==> config.mk <==
export PLATFORM = sky130hd
export DESIGN_NAME = instr_dispatch_top
export DESIGN_NICKNAME = d
export VERILOG_FILES = /design/src/source/dispatch_pkg.sv /design/src/source/credit_output.sv /design/src/source/fanout_dispatcher.sv /design/src/source/instr_dispatch_top.sv /design/src/source/route_table.sv /design/src/source/sample_fifo.sv
export VERILOG_INCLUDE_DIRS = /design/src /design/src/include
export SDC_FILE = /design/constraint.sdc
export NUM_CORES = 1
export LEC_CHECK = 0
export BUFFER_PORTS_ARGS = -buffer_cell sky130_fd_sc_hd__buf_2
export CELL_PAD_IN_SITES_DETAIL_PLACEMENT = 0
export CELL_PAD_IN_SITES_GLOBAL_PLACEMENT = 1
export CORE_UTILIZATION = 53
export CTS_CLUSTER_SIZE = 16
export DETAILED_ROUTE_END_ITERATION = 10
export GPL_ROUTABILITY_DRIVEN = 0
export GPL_TIMING_DRIVEN = 0
export PLACE_DENSITY_LB_ADDON = 0.1
export SLEW_MARGIN = 10
export SYNTH_ARGS = -nofsm -noshare
export SYNTH_HDL_FRONTEND = slang
export SYNTH_HIERARCHICAL = 1
export SYNTH_SLANG_ARGS = --single-unit
==> constraint.sdc <==
create_clock -name clk_in -period 7.4 [get_ports clk_in]
set_input_delay 0 -clock clk_in [delete_from_list [all_inputs] [get_ports clk_in]]
set_output_delay 0 -clock clk_in [all_outputs]
set_load 0.1 [all_outputs]
==> src/include/dispatch_consts.svh <==
`ifndef DISPATCH_CONSTS_SVH
`define DISPATCH_CONSTS_SVH

// --------------------------------------
// Source and channel counts
// --------------------------------------
`define DISP_N_SRC 8
`define DISP_N_CHAN 8
`define DISP_W_SRC 3
`define DISP_W_CHAN 3

// Sample word width as delivered by the ADC front end
`define DISP_W_DATA 18

// --------------------------------------
// Input FIFO and output credits
// --------------------------------------
`define DISP_FIFO_DEPTH 16
`define DISP_W_FIFO_PTR 4
// Matches the depth of the downstream input buffer
`define DISP_OUT_CREDITS 4
`define DISP_W_CREDIT 3

// Configuration port addresses
`define DISP_W_CFG_ADDR 2
`define DISP_CFG_CHAN_EN 2'd0
`define DISP_CFG_SRC_SEL 2'd1

`endif

==> src/source/dispatch_pkg.sv <==
`include "dispatch_consts.svh"

package dispatch_pkg;

   // ADC source number
   typedef logic [`DISP_W_SRC-1:0] src_t;

   // Source select of a channel
   // Top bit set marks the channel as unmapped
   typedef logic [`DISP_W_SRC:0] src_sel_t;

   // Output channel number
   typedef logic [`DISP_W_CHAN-1:0] chan_t;

   // Channel number on the config port with one extra bit for range checks
   typedef logic [`DISP_W_CHAN:0] cfg_chan_t;

   // Sample data word
   typedef logic [`DISP_W_DATA-1:0] sample_t;

   // One bit per output channel
   typedef logic [`DISP_N_CHAN-1:0] chan_map_t;

   // Downstream credit count from 0 up to DISP_OUT_CREDITS
   typedef logic [`DISP_W_CREDIT-1:0] credit_cnt_t;

   // Configuration register address
   typedef logic [`DISP_W_CFG_ADDR-1:0] cfg_addr_t;

endpackage

==> src/source/credit_output.sv <==
`include "dispatch_consts.svh"

module credit_output import dispatch_pkg::*; (
   input  logic    clk_in,
   input  logic    rst,
   input  logic    issue,
   input  chan_t   issue_chan,
   input  sample_t issue_data,
   input  logic    credit_return,
   output logic    has_credit,
   output logic    instr_valid,
   output chan_t   instr_chan,
   output sample_t instr_data
);

   // --------------------------------------
   // Credit counter
   // --------------------------------------
   credit_cnt_t credits;

   // Issue spends a credit and each returned beat gives one back
   always_ff @(posedge clk_in) begin
      if (rst) begin
         credits <= credit_cnt_t'(`DISP_OUT_CREDITS);
      end else begin
         case ({issue, credit_return})
            2'b10:   credits <= credits - 1'b1;
            2'b01:   credits <= credits + 1'b1;
            default: credits <= credits;
         endcase
      end
   end

   assign has_credit = (credits != '0);

   // Output register stage with valid one cycle after the issue edge
   always_ff @(posedge clk_in) begin
      if (rst)
         instr_valid <= 1'b0;
      else
         instr_valid <= issue;
   end

   always_ff @(posedge clk_in) begin
      if (issue) begin
         instr_chan <= issue_chan;
         instr_data <= issue_data;
      end
   end

   // Count stays within the downstream buffer depth
   a_credit_max: assert property (
      @(posedge clk_in) disable iff (rst) credits <= `DISP_OUT_CREDITS
   );

   // An issue without a credit would wrap the count
   a_no_underflow: assert property (
      @(posedge clk_in) disable iff (rst) issue |-> (credits != '0)
   );

   // At full count nothing is outstanding, so no credit may come back
   a_no_extra_return: assert property (
      @(posedge clk_in) disable iff (rst)
         credit_return |-> (credits != `DISP_OUT_CREDITS)
   );

endmodule

==> src/source/fanout_dispatcher.sv <==
`include "dispatch_consts.svh"

module fanout_dispatcher import dispatch_pkg::*; (
   input  logic      clk_in,
   input  logic      rst,
   input  logic      head_valid,
   input  src_t      head_src,
   input  sample_t   head_data,
   output logic      pop,
   output src_t      lookup_src,
   input  chan_map_t target_map,
   input  logic      has_credit,
   output logic      issue,
   output chan_t     issue_chan,
   output sample_t   issue_data
);

   // --------------------------------------
   // Remaining work for the head sample
   // --------------------------------------
   // Channels already served for the current head
   chan_map_t sent;
   chan_map_t remaining;
   chan_map_t pick_onehot;
   logic      any_left;
   logic      is_last;

   // Route lookup uses the source of the FIFO head
   assign lookup_src = head_src;

   assign remaining = target_map & ~sent;
   assign any_left  = (remaining != '0);

   // Isolate the lowest set bit
   assign pick_onehot = remaining & (~remaining + 1'b1);

   // Only one channel left means this issue finishes the head
   assign is_last = (remaining == pick_onehot);

   // Channel number of the lowest remaining bit
   // Scanning downward lets the lowest index win
   always_comb begin
      issue_chan = '0;
      for (int i = `DISP_N_CHAN - 1; i >= 0; i--) begin
         if (remaining[i])
            issue_chan = chan_t'(i);
      end
   end

   // --------------------------------------
   // Issue and pop
   // --------------------------------------
   // One instruction per cycle and only while downstream holds space
   assign issue      = head_valid && any_left && has_credit;
   assign issue_data = head_data;

   // Pop on the last issue, or at once when nothing is routed
   // Popping together with the last issue lets the next head
   // go out in the following cycle
   assign pop = head_valid && (!any_left || (issue && is_last));

   // Sent mask is held while stalled on credit
   always_ff @(posedge clk_in) begin
      if (rst)
         sent <= '0;
      else if (pop)
         sent <= '0;
      else if (issue)
         sent <= sent | pick_onehot;
   end

   // Encoder and bit isolation agree on the channel that goes out
   a_pick_matches_chan: assert property (
      @(posedge clk_in) disable iff (rst)
         issue |-> (pick_onehot == (chan_map_t'(1) << issue_chan))
   );

endmodule

==> src/source/instr_dispatch_top.sv <==
module instr_dispatch_top import dispatch_pkg::*; (
   input  logic      clk_in,
   input  logic      rst,
   // ADC samples without a ready
   input  logic      sample_valid,
   input  src_t      sample_src,
   input  sample_t   sample_data,
   // Routing configuration
   input  logic      cfg_wr_en,
   input  cfg_addr_t cfg_addr,
   input  cfg_chan_t cfg_chan,
   input  src_sel_t  cfg_data,
   // Toward the controller pipeline
   output logic      instr_valid,
   output chan_t     instr_chan,
   output sample_t   instr_data,
   input  logic      credit_return,
   // Sticky input overflow
   output logic      overflow
);

   // FIFO head toward the dispatcher
   logic      head_valid;
   src_t      head_src;
   sample_t   head_data;
   logic      pop;

   // Route lookup
   src_t      lookup_src;
   chan_map_t target_map;

   // Issue path into the output stage
   logic      has_credit;
   logic      issue;
   chan_t     issue_chan;
   sample_t   issue_data;

   // --------------------------------------
   // Input side
   // --------------------------------------
   sample_fifo u_sample_fifo (
      .clk_in     (clk_in),
      .rst        (rst),
      .wr_en      (sample_valid),
      .wr_src     (sample_src),
      .wr_data    (sample_data),
      .pop        (pop),
      .head_valid (head_valid),
      .head_src   (head_src),
      .head_data  (head_data),
      .overflow   (overflow)
   );

   // --------------------------------------
   // Routing and fan-out
   // --------------------------------------
   route_table u_route_table (
      .clk_in     (clk_in),
      .rst        (rst),
      .cfg_wr_en  (cfg_wr_en),
      .cfg_addr   (cfg_addr),
      .cfg_chan   (cfg_chan),
      .cfg_data   (cfg_data),
      .lookup_src (lookup_src),
      .target_map (target_map)
   );

   fanout_dispatcher u_fanout_dispatcher (
      .clk_in     (clk_in),
      .rst        (rst),
      .head_valid (head_valid),
      .head_src   (head_src),
      .head_data  (head_data),
      .pop        (pop),
      .lookup_src (lookup_src),
      .target_map (target_map),
      .has_credit (has_credit),
      .issue      (issue),
      .issue_chan (issue_chan),
      .issue_data (issue_data)
   );

   // --------------------------------------
   // Output side
   // --------------------------------------
   credit_output u_credit_output (
      .clk_in        (clk_in),
      .rst           (rst),
      .issue         (issue),
      .issue_chan    (issue_chan),
      .issue_data    (issue_data),
      .credit_return (credit_return),
      .has_credit    (has_credit),
      .instr_valid   (instr_valid),
      .instr_chan    (instr_chan),
      .instr_data    (instr_data)
   );

endmodule

==> src/source/route_table.sv <==
`include "dispatch_consts.svh"

module route_table import dispatch_pkg::*; (
   input  logic      clk_in,
   input  logic      rst,
   input  logic      cfg_wr_en,
   input  cfg_addr_t cfg_addr,
   input  cfg_chan_t cfg_chan,
   input  src_sel_t  cfg_data,
   input  src_t      lookup_src,
   output chan_map_t target_map
);

   // Select value that leaves a channel without a source
   localparam src_sel_t SEL_UNMAPPED = src_sel_t'(`DISP_N_SRC);

   // --------------------------------------
   // Configuration registers
   // --------------------------------------
   chan_map_t chan_en;
   src_sel_t  chan_sel [`DISP_N_CHAN];

   // Source to channel map, one row per source
   chan_map_t src_map [`DISP_N_SRC];

   logic     cfg_chan_ok;
   chan_t    cfg_idx;
   src_sel_t old_sel;
   logic     old_valid;
   src_t     old_src;
   logic     new_valid;
   src_t     new_src;

   // Out of range channel numbers are ignored
   assign cfg_chan_ok = (cfg_chan < `DISP_N_CHAN);
   assign cfg_idx     = cfg_chan[`DISP_W_CHAN-1:0];

   // Previous route of the channel being written
   assign old_sel   = chan_sel[cfg_idx];
   assign old_valid = (old_sel < `DISP_N_SRC);
   assign old_src   = old_sel[`DISP_W_SRC-1:0];

   // New route is only registered in the map if it names a real source
   assign new_valid = (cfg_data < `DISP_N_SRC);
   assign new_src   = cfg_data[`DISP_W_SRC-1:0];

   // Register writes and incremental map update
   always_ff @(posedge clk_in) begin
      if (rst) begin
         chan_en <= '0;
         for (int c = 0; c < `DISP_N_CHAN; c++)
            chan_sel[c] <= SEL_UNMAPPED;
         for (int s = 0; s < `DISP_N_SRC; s++)
            src_map[s] <= '0;
      end else if (cfg_wr_en && cfg_chan_ok) begin
         case (cfg_addr)
            `DISP_CFG_CHAN_EN: begin
               chan_en[cfg_idx] <= cfg_data[0];
            end
            `DISP_CFG_SRC_SEL: begin
               chan_sel[cfg_idx] <= cfg_data;
               // Drop the old route first
               if (old_valid)
                  src_map[old_src][cfg_idx] <= 1'b0;
               // When the same source is rewritten the set below wins
               if (new_valid)
                  src_map[new_src][cfg_idx] <= 1'b1;
            end
            default: begin
            end
         endcase
      end
   end

   // --------------------------------------
   // Lookup
   // --------------------------------------
   // Disabled channels never reach the dispatcher
   assign target_map = src_map[lookup_src] & chan_en;

   // Column view of the map with one bit per source for each channel
   logic [`DISP_N_SRC-1:0] chan_col [`DISP_N_CHAN];

   always_comb begin
      for (int c = 0; c < `DISP_N_CHAN; c++) begin
         for (int s = 0; s < `DISP_N_SRC; s++)
            chan_col[c][s] = src_map[s][c];
      end
   end

   // A channel is driven by at most one source
   for (genvar c = 0; c < `DISP_N_CHAN; c++) begin : g_map_check
      a_one_source: assert property (
         @(posedge clk_in) disable iff (rst) $onehot0(chan_col[c])
      );
   end

endmodule

==> src/source/sample_fifo.sv <==
`include "dispatch_consts.svh"

module sample_fifo import dispatch_pkg::*; (
   input  logic    clk_in,
   input  logic    rst,
   input  logic    wr_en,
   input  src_t    wr_src,
   input  sample_t wr_data,
   input  logic    pop,
   output logic    head_valid,
   output src_t    head_src,
   output sample_t head_data,
   output logic    overflow
);

   // --------------------------------------
   // Storage and pointers
   // --------------------------------------
   src_t    src_mem  [`DISP_FIFO_DEPTH];
   sample_t data_mem [`DISP_FIFO_DEPTH];

   logic [`DISP_W_FIFO_PTR-1:0] wr_ptr;
   logic [`DISP_W_FIFO_PTR-1:0] rd_ptr;
   // One bit wider than the pointers so that full is representable
   logic [`DISP_W_FIFO_PTR:0]   count;

   logic full;
   logic wr_accept;

   assign full      = (count == `DISP_FIFO_DEPTH);
   // A write into a full FIFO is lost since the ADC has no back-pressure
   assign wr_accept = wr_en && !full;

   // Payload write
   always_ff @(posedge clk_in) begin
      if (wr_accept) begin
         src_mem[wr_ptr]  <= wr_src;
         data_mem[wr_ptr] <= wr_data;
      end
   end

   // Pointer and occupancy tracking
   // Depth is a power of two, so the pointers wrap on their own
   always_ff @(posedge clk_in) begin
      if (rst) begin
         wr_ptr <= '0;
         rd_ptr <= '0;
         count  <= '0;
      end else begin
         if (wr_accept)
            wr_ptr <= wr_ptr + 1'b1;
         if (pop)
            rd_ptr <= rd_ptr + 1'b1;
         case ({wr_accept, pop})
            2'b10:   count <= count + 1'b1;
            2'b01:   count <= count - 1'b1;
            default: count <= count;
         endcase
      end
   end

   // Sticky overflow that only reset clears
   always_ff @(posedge clk_in) begin
      if (rst)
         overflow <= 1'b0;
      else if (wr_en && full)
         overflow <= 1'b1;
   end

   // Head is read straight from the array
   assign head_valid = (count != '0);
   assign head_src   = src_mem[rd_ptr];
   assign head_data  = data_mem[rd_ptr];

   // The dispatcher must only pop an entry that exists
   a_pop_needs_head: assert property (
      @(posedge clk_in) disable iff (rst) pop |-> head_valid
   );

endmodule

==> metrics.cfg <==
[floorplan]
ios = 59
die_x_um = 197
dieArea_um2 = 38900
rows = 71
start_util_pct = 53.8
die_h_um = 197
core-area_um2 = 37600

[timing]
fin_skew_ns = 0.0356
slew_viol_final = 0
rsz0062_at_grt = false
max_freq_mhz = 144
relSlewSlack_pct = 30.5
finalHoldViolations = 0
post-route-period-util_pct = 93.7
worstMarginPinSlew_ns = 1.03
period_minus_slack_ns = 6.93
setup_viol = 0

[clocking]
insertion_delay_ns = 0.60
clock-sinks = 491
cts_tree = yes
cts_made_buffers = 51
clk_pin_slew_ns = 0.06
post_cts_buffers = 0
cts_max_level = 2
ctsRootBufferMaster = clkbuf_16
cts_max_path_buffers = 3

[logic_synthesis]
synth_area_leader_cell = edfxtp_1
postSynthAreaPerCell_um2 = 16.2
synth_edf_count = 389
yosys.area.top_type_share_pct = 57.8
netlist_instances = 1246
ys_seq_area_share_pct = 67.9
synth_ff_type = edfxtp_1
ys_async_sr_fraction_pct = 0
syn_area_um2 = 20200
netlist_top_cells_area = edfxtp_1 (58%), mux4_2 (12%), dfxtp_1 (10%)
yosys_register_bits = 491
syn_nets = 1292
ys_types = 74
ys_warn_count = 6

[layout]
drive_gt1_share_pct = 25.3
fin_area_um2 = 23700
nNetsFinal = 1456
mostFrequentLayoutCells = edfxtp_1 (389), mux4_2 (104), dfxtp_1 (102)
syn_to_final_growth_pct = 17.1
final_common_cell = edfxtp_1
utilization_pct = 63.0
diodes = 0
fillCellCount = 2784

[run_status]
outcome = complete, no violations

[global_route]
grt_max_degree = 22
overflow = 0
grt_pass1_vias = 12100
grt.total_usage_pct = 25.8
grt_pass1_wl_um = 73200
antenna_found_initial = 1

[drt]
drtPass1Iterations = 8
vias_per_cell = 6.02
vias = 11800
first_iter_violations = 873
detail_route.wl_per_cell_um = 24.7
drc_errors = 0
ant_nets = 0
drt_wl_total_um = 48600

[critical_path]
required_ns = 7.86
slowest_stage = clkbuf_1
cpPeakStageDelay_ns = 0.60
crit_type = reg -> reg
crit_arrival_ns = 7.39
critPathCaptureType = flip-flop
start_kind = flip-flop
crit_path_frequent_cell = nor2b_1
critPathMaxFanout = 10
r2r_slack_ns = 0.47
crit_chain = buf_2, clkbuf_1, mux4_2, a22oi_1, nand2_1, buf_4, clkbuf_1, buf_2, mux4_2, mux2i_1, nor2b_1, nor2b_1, o31ai_1, nand3_1, nor3_1, a41o_1, ha_1, xor2_1, ha_1, nor2b_1, a31oi_1, o32ai_1, mux2_1

[run]
maxCapViolCount = 0

[place]
io_buffers = 56
dpl-instance-area_um2 = 21600
hpwl_um = 30800

[worst_hold_path]
hold_path.class = in -> reg

[power]
p_per_area_nw_per_um2 = 306
power.leakage_nw = 7.76
vdd_drop_max_v = 0.000208

## final cells by class
| class | count | area, µm² | share of cell area [%] |
|---|---|---|---|
| buffer | 87 | 488 | 2.06 |
| clock buffer | 57 | 1360 | 5.75 |
| clock inverter | 37 | 414 | 1.75 |
| inverter | 34 | 128 | 0.539 |
| multi-input combinational | 634 | 5990 | 25.3 |
| sequential | 491 | 13700 | 58.0 |
| tap | 511 | 639 | 2.70 |
| timing repair buffer | 111 | 936 | 3.95 |
## sequential cells by signal, summed over array words and instances (netlist names), 5 cells and up, named ones only
register                    flops
u_sample_fifo/data_mem        288
u_route_table/src_map          64
u_sample_fifo/src_mem          48
u_route_table/chan_sel         32
u_credit_output/instr_data     18
u_fanout_dispatcher/sent        8
u_route_table/chan_en           8
u_sample_fifo/count             5
## worst paths after layout
path,startpoint,endpoint,cells past startpoint
setup / recovery,flip-flop,u_sample_fifo/count[4]$_SDFFE_PP0P_,23
setup reg to reg,flip-flop,u_sample_fifo/count[4]$_SDFFE_PP0P_,23
hold / removal,cfg_chan[0],u_route_table/chan_sel[7][0]$_SDFFCE_PN0P_,3
hold reg to reg,u_fanout_dispatcher/sent[7]$_SDFFE_PP0P_,u_fanout_dispatcher/sent[7]$_SDFFE_PP0P_,2
## routing by layer
| layer | wire (µm) | part of all wire (%) | track usage (%) | up-vias |
|---|---|---|---|---|
| li1 | - | - | - | 5265 |
| met1 | 20200 | 42 | 33.8 | 6029 |
| met2 | 24000 | 49 | 43.7 | 403 |
| met3 | 2890 | 5.9 | 4.56 | 107 |
| met4 | 1460 | 3.0 | 8.84 | 2 |
| met5 | 14 | 0.029 | 0 | - |
## cell families after synthesis
group	count (synthesis)	synth area share [%]
simple gates	289	7.60
fa+ha+maj	10	0.656
xor+xnor	11	0.477
mux	136	13.3
compound gates	188	7.03
flops	491	67.9
buf+inv	121	3.03
## cell usage after synthesis, drive strengths merged (17+ instances only)
master  number
mux2i       28
mux4       104
buf         48
o21ai       43
edfxtp     389
clkbuf      39
nand3       20
dfxtp      102
a22oi       44
nand2       59
nor2b       24
inv         32
o311ai      17
nor2        84
nor3        18
nor4        26
## stage by stage
| stage | hold slack [ns] | worst slack [ns] | TNS [ns] | std cells | total power, mW |
|---|---|---|---|---|---|
| 5_1_grt | 0.0589 | 0.0257 | 0 | 1962 | 7.54 |
| 4_1_cts | 0.0179 | 0.247 | 0 | 1962 | 7.32 |
| 3_5_place_dp | 0.377 | 0.261 | 0 | 1834 | 4.66 |
| 3_3_place_gp | 0.339 | -0.0278 | -0.0278 | 1813 | 4.62 |
| 2_1_floorplan | 0.0667 | 2.12 | 0 | 1246 | 4.25 |
| 6_report | 0.0483 | 0.467 | 0 | 1962 | 7.25 |
## worst max-delay path: cells and delay by family, from the launching register on
kind / cells / cell delay (ns)
buffers and inverters: 5 / 2.03
muxes: 4 / 1.57
and+or+nand+nor: 6 / 1.14
AOI/OAI and AO/OA: 5 / 0.97
adders and majority gates: 2 / 0.52
DFF: 1 / 0.38
xor gates and xnor gates: 1 / 0.17
## power by group
group	leakage (nW)	switching (mW)	internal, mW	total [mW]
sequential	4.35	0.0409	3.09	3.13
clock	0.857	1.08	1.58	2.66
combinational	2.55	0.786	0.681	1.47
total	7.76	1.91	5.35	7.25
## what timing repair did
item / 4_1_cts / 5_1_grt
resized for setup: 0 / 6
setup endpoints to repair: 0 / 2
hold buffers: 34 / 0
hold endpoints to repair: 367 / 0
(Power assumes the default switching activity.)
